## src/design/synth_pkg.sv

```systemverilog
package synth_pkg;

  // voice count and index width
  localparam int num_banks = 6;
  localparam int bank_idx_w = 5;

  // audio path widths
  localparam int period_w = 23;
  localparam int sample_w = 24;
  localparam int amp_w = 16;
  localparam int len_w = 8;

  // done stream word and fifo sizing
  localparam int done_w = 8;
  localparam int fifo_depth = 8;
  localparam int fifo_ptr_w = 3;

  // host note command, period zero means note off
  typedef struct packed {
    logic [3:0]            spare;
    logic [bank_idx_w-1:0] bank;
    logic [period_w-1:0]   period;
  } note_cmd_t;

  // one bit per voice
  typedef logic [num_banks-1:0] bank_mask_t;

endpackage

```

## src/design/axil_pkg.sv

```systemverilog
package axil_pkg;

  // byte address width of the register window
  localparam int axil_addr_w = 4;

  // register map
  localparam logic [axil_addr_w-1:0] cfg_addr = 4'h0;
  localparam logic [axil_addr_w-1:0] status_addr = 4'h4;

  // only response ever returned
  localparam logic [1:0] resp_okay = 2'b00;

  // flag bit positions inside the flags byte
  localparam int enable_bit = 0;

  // field layout of the voice config word
  typedef struct packed {
    logic [7:0]  flags;
    logic [7:0]  note_length;
    logic [15:0] amplitude;
  } cfg_fields_t;

  // byte lanes for strobed writes, fields for the decoder
  typedef union packed {
    logic [3:0][7:0] bytes;
    cfg_fields_t     fields;
  } cfg_word_u;

endpackage

```

## src/design/note_bus_if.sv

```systemverilog
`timescale 1ns/1ps

interface note_bus_if;
  import synth_pkg::*;

  // one-cycle strobes, one bit per bank
  bank_mask_t on_mask;
  bank_mask_t off_mask;

  // note settings, valid in the on_mask cycle
  logic [period_w-1:0] period;
  logic [amp_w-1:0]    amplitude;
  logic [len_w-1:0]    note_length;

  // decoder side
  modport src (
    output on_mask, off_mask, period, amplitude, note_length
  );

  // tone bank side
  modport dst (
    input on_mask, off_mask, period, amplitude, note_length
  );

endinterface

```

## src/design/synth_regs.sv

```systemverilog
`timescale 1ns/1ps

module synth_regs (
  input  logic                            clk_calc,
  input  logic                            rst_n,
  input  logic                            awvalid,
  output logic                            awready,
  input  logic [axil_pkg::axil_addr_w-1:0] awaddr,
  input  logic                            wvalid,
  output logic                            wready,
  input  logic [31:0]                     wdata,
  input  logic [3:0]                      wstrb,
  output logic                            bvalid,
  input  logic                            bready,
  output logic [1:0]                      bresp,
  input  logic                            arvalid,
  output logic                            arready,
  input  logic [axil_pkg::axil_addr_w-1:0] araddr,
  output logic                            rvalid,
  input  logic                            rready,
  output logic [31:0]                     rdata,
  output logic [1:0]                      rresp,
  input  logic                            overflow,
  input  synth_pkg::bank_mask_t           active,
  output axil_pkg::cfg_word_u             cfg
);
  import axil_pkg::*;

  logic        wr_hs;
  logic        rd_hs;
  logic        ovf_sticky;
  logic        ovf_clr;
  logic [31:0] status_word;
  logic [31:0] rd_mux;

  // ready pulses only while both channels hold valid
  assign wr_hs = awready && awvalid && wvalid;
  assign rd_hs = arready && arvalid;

  // write 1 to bit 0 of status clears overflow
  assign ovf_clr = wr_hs && (awaddr == status_addr) && wstrb[0] && wdata[0];

  // overflow in bit 0, playing banks from bit 8
  assign status_word = (32'(active) << 8) | 32'(ovf_sticky);

  assign bresp = resp_okay;
  assign rresp = resp_okay;

  // write channel, one transaction in flight
  always_ff @(posedge clk_calc or negedge rst_n) begin
    if (!rst_n) begin
      awready    <= 1'b0;
      wready     <= 1'b0;
      bvalid     <= 1'b0;
      cfg        <= '0;
      ovf_sticky <= 1'b0;
    end else begin
      awready <= awvalid && wvalid && !bvalid && !awready;
      wready  <= awvalid && wvalid && !bvalid && !awready;
      if (wr_hs) begin
        bvalid <= 1'b1;
      end else if (bready) begin
        bvalid <= 1'b0;
      end
      // strobed bytes land through the byte view
      if (wr_hs && (awaddr == cfg_addr)) begin
        for (int b = 0; b < 4; b++) begin
          if (wstrb[b]) begin
            cfg.bytes[b] <= wdata[8*b +: 8];
          end
        end
      end
      // a new overflow beats a clear in the same cycle
      if (overflow) begin
        ovf_sticky <= 1'b1;
      end else if (ovf_clr) begin
        ovf_sticky <= 1'b0;
      end
    end
  end

  // read address decode, unmapped reads zero
  always_comb begin
    case (araddr)
      cfg_addr:    rd_mux = cfg;
      status_addr: rd_mux = status_word;
      default:     rd_mux = '0;
    endcase
  end

  // read channel control
  always_ff @(posedge clk_calc or negedge rst_n) begin
    if (!rst_n) begin
      arready <= 1'b0;
      rvalid  <= 1'b0;
    end else begin
      arready <= arvalid && !rvalid && !arready;
      if (rd_hs) begin
        rvalid <= 1'b1;
      end else if (rready) begin
        rvalid <= 1'b0;
      end
    end
  end

  // read data held until rready
  always_ff @(posedge clk_calc) begin
    if (rd_hs) begin
      rdata <= rd_mux;
    end
  end

endmodule

```

## src/design/note_decoder.sv

```systemverilog
`timescale 1ns/1ps

module note_decoder (
  input  logic                 clk_calc,
  input  logic                 rst_n,
  input  logic                 note_valid,
  input  synth_pkg::note_cmd_t note_word,
  output logic                 note_ready,
  input  axil_pkg::cfg_word_u  cfg,
  note_bus_if.src              bus
);
  import synth_pkg::*;
  import axil_pkg::*;

  logic       take;
  logic       bank_ok;
  bank_mask_t sel;
  bank_mask_t on_q;
  bank_mask_t off_q;

  // no back-pressure once out of reset
  assign take    = note_valid && note_ready;
  assign bank_ok = note_word.bank < bank_idx_w'(num_banks);
  assign sel     = bank_mask_t'(1) << note_word.bank;

  // strobes last exactly one cycle
  always_ff @(posedge clk_calc or negedge rst_n) begin
    if (!rst_n) begin
      note_ready <= 1'b0;
      on_q       <= '0;
      off_q      <= '0;
    end else begin
      note_ready <= 1'b1;
      on_q       <= '0;
      off_q      <= '0;
      if (take && bank_ok) begin
        if (note_word.period == '0) begin
          off_q <= sel;
        end else if (cfg.fields.flags[enable_bit]) begin
          on_q <= sel;
        end
      end
    end
  end

  // settings ride along with the strobe
  always_ff @(posedge clk_calc) begin
    if (take) begin
      bus.period      <= note_word.period;
      bus.amplitude   <= cfg.fields.amplitude;
      bus.note_length <= cfg.fields.note_length;
    end
  end

  assign bus.on_mask  = on_q;
  assign bus.off_mask = off_q;

endmodule

```

## src/design/tone_bank.sv

```systemverilog
`timescale 1ns/1ps

module tone_bank #(
  parameter int bank_sel = 0
) (
  input  logic                                clk_calc,
  input  logic                                rst_n,
  note_bus_if.dst                             bus,
  output logic signed [synth_pkg::sample_w-1:0] tone,
  output logic                                playing,
  output logic                                done
);
  import synth_pkg::*;

  logic [period_w-1:0]        period_q;
  logic [period_w-1:0]        phase_cnt;
  logic [amp_w-1:0]           amp_q;
  logic [len_w-1:0]           len_q;
  logic [len_w-1:0]           len_cnt;
  logic                       phase;
  logic                       phase_end;
  logic signed [sample_w-1:0] amp_ext;

  assign phase_end = phase_cnt == (period_q - 1'b1);
  assign amp_ext   = $signed({{(sample_w-amp_w){1'b0}}, amp_q});

  // high phase +amp, low phase -amp, silent zero
  assign tone = !playing ? '0 : (phase ? amp_ext : -amp_ext);

  // latched note settings
  always_ff @(posedge clk_calc) begin
    if (bus.on_mask[bank_sel]) begin
      period_q <= bus.period;
      amp_q    <= bus.amplitude;
      len_q    <= bus.note_length;
    end
  end

  always_ff @(posedge clk_calc or negedge rst_n) begin
    if (!rst_n) begin
      playing   <= 1'b0;
      done      <= 1'b0;
      phase     <= 1'b0;
      phase_cnt <= '0;
      len_cnt   <= '0;
    end else begin
      done <= 1'b0;
      if (bus.on_mask[bank_sel]) begin
        // restart from the top of the high phase
        playing   <= 1'b1;
        phase     <= 1'b1;
        phase_cnt <= '0;
        len_cnt   <= '0;
      end else if (bus.off_mask[bank_sel]) begin
        playing <= 1'b0;
      end else if (playing) begin
        if (phase_end) begin
          phase_cnt <= '0;
          phase     <= ~phase;
          // end of low phase closes one full cycle
          if (!phase) begin
            len_cnt <= len_cnt + 1'b1;
            if (len_q != '0 && len_cnt == len_q - 1'b1) begin
              playing <= 1'b0;
              done    <= 1'b1;
            end
          end
        end else begin
          phase_cnt <= phase_cnt + 1'b1;
        end
      end
    end
  end

endmodule

```

## src/design/voice_mixer.sv

```systemverilog
`timescale 1ns/1ps

module voice_mixer (
  input  logic                                 clk_calc,
  input  logic                                 rst_n,
  input  logic signed [synth_pkg::sample_w-1:0] tones [synth_pkg::num_banks],
  input  synth_pkg::bank_mask_t                playing,
  input  synth_pkg::bank_mask_t                dones,
  output logic signed [synth_pkg::sample_w-1:0] audio,
  output synth_pkg::bank_mask_t                active,
  output logic                                 done_event,
  output logic [synth_pkg::bank_idx_w-1:0]     done_idx
);
  import synth_pkg::*;

  logic signed [sample_w-1:0] sum;
  logic                       hit;
  logic [bank_idx_w-1:0]      hit_idx;

  // six full-scale voices still fit in 24 bits
  always_comb begin
    sum = '0;
    for (int i = 0; i < num_banks; i++) begin
      sum = sum + tones[i];
    end
  end

  // last match wins, so the highest finishing bank is reported
  always_comb begin
    hit     = 1'b0;
    hit_idx = '0;
    for (int i = 0; i < num_banks; i++) begin
      if (dones[i]) begin
        hit     = 1'b1;
        hit_idx = bank_idx_w'(i);
      end
    end
  end

  always_ff @(posedge clk_calc or negedge rst_n) begin
    if (!rst_n) begin
      audio      <= '0;
      active     <= '0;
      done_event <= 1'b0;
      done_idx   <= '0;
    end else begin
      audio      <= sum;
      active     <= playing;
      done_event <= hit;
      done_idx   <= hit_idx;
    end
  end

endmodule

```

## src/design/done_fifo.sv

```systemverilog
`timescale 1ns/1ps

module done_fifo (
  input  logic                             clk_calc,
  input  logic                             rst_n,
  input  logic                             done_event,
  input  logic [synth_pkg::bank_idx_w-1:0] done_idx,
  output logic                             done_valid,
  output logic [synth_pkg::done_w-1:0]     done_bank,
  input  logic                             done_ready,
  output logic                             overflow
);
  import synth_pkg::*;

  logic [bank_idx_w-1:0] mem [fifo_depth];
  logic [fifo_ptr_w-1:0] wr_ptr;
  logic [fifo_ptr_w-1:0] rd_ptr;
  logic [fifo_ptr_w:0]   count;
  logic                  full;
  logic                  push;
  logic                  pop;

  assign full       = count == (fifo_ptr_w + 1)'(fifo_depth);
  // events arriving while full are lost
  assign push       = done_event && !full;
  assign pop        = done_valid && done_ready;
  assign done_valid = count != '0;
  // head entry, zero-extended onto the stream
  assign done_bank  = {{(done_w-bank_idx_w){1'b0}}, mem[rd_ptr]};

  always_ff @(posedge clk_calc) begin
    if (push) begin
      mem[wr_ptr] <= done_idx;
    end
  end

  // pointers wrap naturally at depth 8
  always_ff @(posedge clk_calc or negedge rst_n) begin
    if (!rst_n) begin
      wr_ptr   <= '0;
      rd_ptr   <= '0;
      count    <= '0;
      overflow <= 1'b0;
    end else begin
      overflow <= done_event && full;
      if (push) begin
        wr_ptr <= wr_ptr + 1'b1;
      end
      if (pop) begin
        rd_ptr <= rd_ptr + 1'b1;
      end
      count <= count + (push ? 1'b1 : 1'b0) - (pop ? 1'b1 : 1'b0);
    end
  end

endmodule

```

## src/design/synth_top.sv

```systemverilog
`timescale 1ns/1ps

module synth_top (
  input  logic                                 clk_calc,
  input  logic                                 rst_n,
  input  logic                                 note_valid,
  output logic                                 note_ready,
  input  logic [31:0]                          note_word,
  output logic                                 done_valid,
  input  logic                                 done_ready,
  output logic [synth_pkg::done_w-1:0]         done_bank,
  input  logic                                 awvalid,
  output logic                                 awready,
  input  logic [axil_pkg::axil_addr_w-1:0]     awaddr,
  input  logic                                 wvalid,
  output logic                                 wready,
  input  logic [31:0]                          wdata,
  input  logic [3:0]                           wstrb,
  output logic                                 bvalid,
  input  logic                                 bready,
  output logic [1:0]                           bresp,
  input  logic                                 arvalid,
  output logic                                 arready,
  input  logic [axil_pkg::axil_addr_w-1:0]     araddr,
  output logic                                 rvalid,
  input  logic                                 rready,
  output logic [31:0]                          rdata,
  output logic [1:0]                           rresp,
  output logic signed [synth_pkg::sample_w-1:0] audio
);
  import synth_pkg::*;
  import axil_pkg::*;

  cfg_word_u                  cfg;
  bank_mask_t                 active;
  bank_mask_t                 playing;
  bank_mask_t                 dones;
  logic signed [sample_w-1:0] tones [num_banks];
  logic                       overflow;
  logic                       done_event;
  logic [bank_idx_w-1:0]      done_idx;

  // decoder to banks
  note_bus_if nbus ();

  synth_regs u_regs (
    .clk_calc, .rst_n,
    .awvalid, .awready, .awaddr, .wvalid, .wready, .wdata, .wstrb,
    .bvalid, .bready, .bresp,
    .arvalid, .arready, .araddr, .rvalid, .rready, .rdata, .rresp,
    .overflow, .active, .cfg
  );

  note_decoder u_dec (
    .clk_calc, .rst_n,
    .note_valid, .note_word, .note_ready,
    .cfg, .bus(nbus.src)
  );

  // one voice per bank index
  for (genvar g = 0; g < num_banks; g++) begin : g_bank
    tone_bank #(.bank_sel(g)) u_bank (
      .clk_calc, .rst_n,
      .bus(nbus.dst),
      .tone(tones[g]),
      .playing(playing[g]),
      .done(dones[g])
    );
  end

  voice_mixer u_mix (
    .clk_calc, .rst_n,
    .tones, .playing, .dones,
    .audio, .active, .done_event, .done_idx
  );

  done_fifo u_fifo (
    .clk_calc, .rst_n,
    .done_event, .done_idx,
    .done_valid, .done_bank, .done_ready,
    .overflow
  );

endmodule

```

## config.mk

```make
export PLATFORM = sky130hd
export DESIGN_NAME = synth_top
export DESIGN_NICKNAME = d
export VERILOG_FILES = /design/src/design/synth_pkg.sv /design/src/design/axil_pkg.sv /design/src/design/note_bus_if.sv /design/src/design/synth_regs.sv /design/src/design/note_decoder.sv /design/src/design/tone_bank.sv /design/src/design/voice_mixer.sv /design/src/design/done_fifo.sv /design/src/design/synth_top.sv
export SDC_FILE = /design/constraint.sdc
export NUM_CORES = 1
export LEC_CHECK = 0
export BUFFER_PORTS_ARGS = -buffer_cell sky130_fd_sc_hd__clkbuf_2
export CELL_PAD_IN_SITES_DETAIL_PLACEMENT = 2
export CELL_PAD_IN_SITES_GLOBAL_PLACEMENT = 2
export CORE_AREA = 2 2 307 309
export CTS_CLUSTER_DIAMETER = 60
export DETAILED_ROUTE_END_ITERATION = 8
export DIE_AREA = 0 0 309 311
export GPL_TIMING_DRIVEN = 0
export PLACE_DENSITY = 0.86
export SLEW_MARGIN = 10
export SYNTH_ARGS = -nofsm -noshare
export SYNTH_HDL_FRONTEND = slang
export SYNTH_SLANG_ARGS = --single-unit
```

## constraint.sdc

```tcl
create_clock -name clk_calc -period 6.5 [get_ports clk_calc]
set_clock_uncertainty 0.05 [all_clocks]
set_input_delay 1.3 -clock clk_calc [delete_from_list [all_inputs] [get_ports clk_calc]]
set_output_delay 1.3 -clock clk_calc [all_outputs]
set_load 0.005 [all_outputs]
```

==> impl_metrics.toml <==
[layout]
drive_gt1_share_pct = 11.79
layout.nets = 4118
area_growth_pct = 14.77

[route]
wl_met2_mm = 76.11
highest_layer = "met5"
post-route-drc-count = 0
wl_mm = 151.7
vias = 31580
wl_met3_mm = 7.902
routedLengthMet1_mm = 58.85
firstDrtPassIters = 5
first_iter_violations = 2373
ant_nets = 0
vias_per_cell = 6.064
wl_per_cell_um = 29.14

[cts]
htreeDepth = 3
root_buffer = "clkbuf_16"
cts.sinks = 684
cts_hold_buf = 0
clk_pin_slew_worst_paths_ns = 0.07
cts_buffers = 88
clk_latency_ns = 0.69
cts.path.max_buffers = 3
cts_tree = "done"

[global_route]
antenna_found_initial = 4
grtUsageTotal_pct = 31.19
grt_pass1_vias = 35290
gr-total-overflow = 0
grt_pass1_wl_mm = 228.0
grt_max_degree = 84

[power_and_ir_drop]
leakagePower_uw = 0.01743
powerDensity_mw_per_mm2 = 227.9
ir_drop_uv = 220.9
power_uw = 10120

[logic_synthesis]
synthTopCellsByArea = "edfxtp_1, dfrtp_1, xnor2_1"
synth_top_cell_by_area = "edfxtp_1"
synth-seq-cells = 684
synthTopCellsByCount = "edfxtp_1, nor2_1, dfrtp_1, xnor2_1, inv_1"
ys.flop_type = "edfxtp_1"
synth_edf_count = 385
synth.most_common_cell = "edfxtp_1"
synthCells = 3620
yosysWarnings = 0
async_flop_share_pct = 43.71
yosysUniqueCellTypes = 88
yosys.area.top_type_share_pct = 29.88
seq_area_frac_synth_pct = 49.21
avgSynthCellArea_um2 = 10.69
synth_area_mm2 = 0.03870

[setup_path]
cp-start-kind = "flip-flop"
worstSetupPathType = "reg -> reg"
worstReg2RegStart = "g_bank[1].u_bank.amp_q[5]"
critPathRequiredTime_ns = 7.03
worst_setup_path_end_kind = "flip-flop"
regToRegSetupSlack_ns = 0.08
cp_data_arrival_time_ns = 6.95
reg2reg_depth = 22
cp_max_fo = 5
r2r-end = "u_mix.audio[20]"

[timing]
tns_ns = 0
slew_viol_final = 0
final-hold-violation-count = 0
rsz0062_at_grt = "yes"
max_slew.worst_pin.slew_ns = 1.262
post-route-period-util_pct = 98.70
slew-limit-headroom_pct = 15.10
fin_crit_ns = 6.416
clock.fmax_mhz = 155.9
finalSetupViolCount = 0

[run_status]
status = "complete, no violations"

[floorplanning]
die_width_um = 309
io_pins = 160
die_area_mm2 = 0.09610
die_y_um = 311
start_util_pct = 41.71
rows = 112
core_mm2 = 0.09277

[min_path]
holdPathEnd = "u_mix.active[2]"
min_path_type = "reg -> reg"
hold_start = "g_bank[2].u_bank.playing"
hold_depth = 0

[placed_design]
place.gp.congestion = 0.8555
portBuffers = 144
hpwl_mm = 99.75

[flow_run]
max_cap_violations = 0
==> cells in the final DEF, fill, tap and decap left out, types with 92 or more instances in the layout <==
| master | instances |
|---|---|
| a21oi_1 | 122 |
| clkbuf_1 | 115 |
| clkbuf_2 | 148 |
| dfrtp_1 | 293 |
| edfxtp_1 | 385 |
| fa_1 | 92 |
| inv_1 | 205 |
| nand2_1 | 192 |
| nand3_1 | 111 |
| nor2_1 | 335 |
| nor3_1 | 146 |
| o21ai_0 | 122 |
| xnor2_1 | 226 |
| xor2_1 | 192 |
==> sequential cells by signal, summed over array words and instances, names as in the netlist, 8 cells and up <==
register                 flops
g_bank.u_bank.phase_cnt    138
u_regs.cfg                  32
u_dec.bus.period            23
g_bank.u_bank.len_q         48
u_regs.rdata                32
g_bank.u_bank.period_q     138
u_mix.audio                 24
g_bank.u_bank.amp_q         96
u_dec.bus.note_length        8
u_fifo.mem                  24
g_bank.u_bank.len_cnt       48
u_dec.bus.amplitude         16
==> layout make-up <==
| cell class | count | area [um2] |
|---|---|---|
| clock buffer | 119 | 2431 |
| inverter | 206 | 773.2 |
| sequential | 684 | 19060 |
| multi-input combinational | 2605 | 18510 |
| antenna | 3 | 7.507 |
| timing repair buffer | 158 | 989.7 |
| fill | 9446 | 48360 |
| tap | 1254 | 1569 |
| clock inverter | 47 | 491.7 |
| buffer | 132 | 584.3 |
==> metal layers <==
| metal | track usage, % | vias up |
|---|---|---|
| met3 | 4.632 | 466 |
| met1 | 37.44 | 16480 |
| li1 | - | 13430 |
| met5 | 0 | - |
| met4 | 15.74 | 4 |
| met2 | 54.18 | 1207 |
==> metrics by stage <==
step	util, %	hold WS [ns]	cells	instance area [um2]	setup slack, ns
floorplan	-	0.3019	3628	38730	0.9620
detailed placement	44.51	0.3253	5037	41290	-0.5960
global placement	44.21	0.3053	5026	41020	-3.345
CTS	47.78	0.3988	5205	44330	0.007929
global route	47.87	0.4081	5208	44410	-0.1156
finish	47.87	0.4174	5208	44410	0.08433
==> repair_timing <==
item                       4_1_cts  5_1_grt
pin swaps                        1        0
setup endpoints to repair       10        7
resized for setup               20       15
buffers inserted                 2        1
==> worst max-delay path by stage <==
stage                                   start                       endpoint  slack (ns)
detailed placement  g_bank[1].u_bank.amp_q[5]                u_mix.audio[20]       -0.60
global route        g_bank[1].u_bank.amp_q[5]                u_mix.audio[20]       -0.12
global placement                        rst_n  g_bank[0].u_bank.phase_cnt[5]       -3.34
finish              g_bank[1].u_bank.amp_q[5]                u_mix.audio[20]        0.08
CTS                 g_bank[1].u_bank.amp_q[4]                u_mix.audio[20]       0.008
floorplan           g_bank[4].u_bank.amp_q[0]                u_mix.audio[20]        0.96
==> cells by family (layout without fill, tap and decap cells) <==
family                   after synthesis  in the layout  share of synthesized area [%]
AO/OA/AOI/OAI                        500            500                          8.336
multiplexers                          84             84                          2.541
XOR/XNOR                             418            418                          9.461
other                                  2             13                        0.01941
flip-flops                           684            684                          49.21
adder cells (fa/ha/maj)              158            158                          6.894
AND/OR/NAND/NOR                     1435           1435                          20.04
buffers and inverters                339            662                          3.499
==> worst max-delay path, cell delays in order (launching register included) <==
cell and delay [ns]:
edfxtp_1 0.48, nor4_4 0.38, nand2b_1 0.25, nor3b_2 0.48
nor4bb_4 0.33, buf_4 0.21, or3_1 0.14, a21boi_0 0.17
fa_1 0.51, fa_1 0.54, inv_1 0.07, fa_1 0.55
inv_1 0.05, ha_1 0.36, a21o_1 0.20, a21oi_2 0.22
nor3b_1 0.25, o211ai_1 0.18, a31oi_2 0.26, nor2b_1 0.07
o21ai_0 0.23, nor2b_1 0.19, xnor2_1 0.14
==> power by group <==
group	leakage, uW	switching (uW)	internal, uW	total (uW)
Clock	0.00140	2170	2900	5070
Combinational	0.00840	187	133	319
Sequential	0.00763	90.3	4640	4730
Total	0.0174	2450	7670	10100
(Power assumes the default switching activity.)
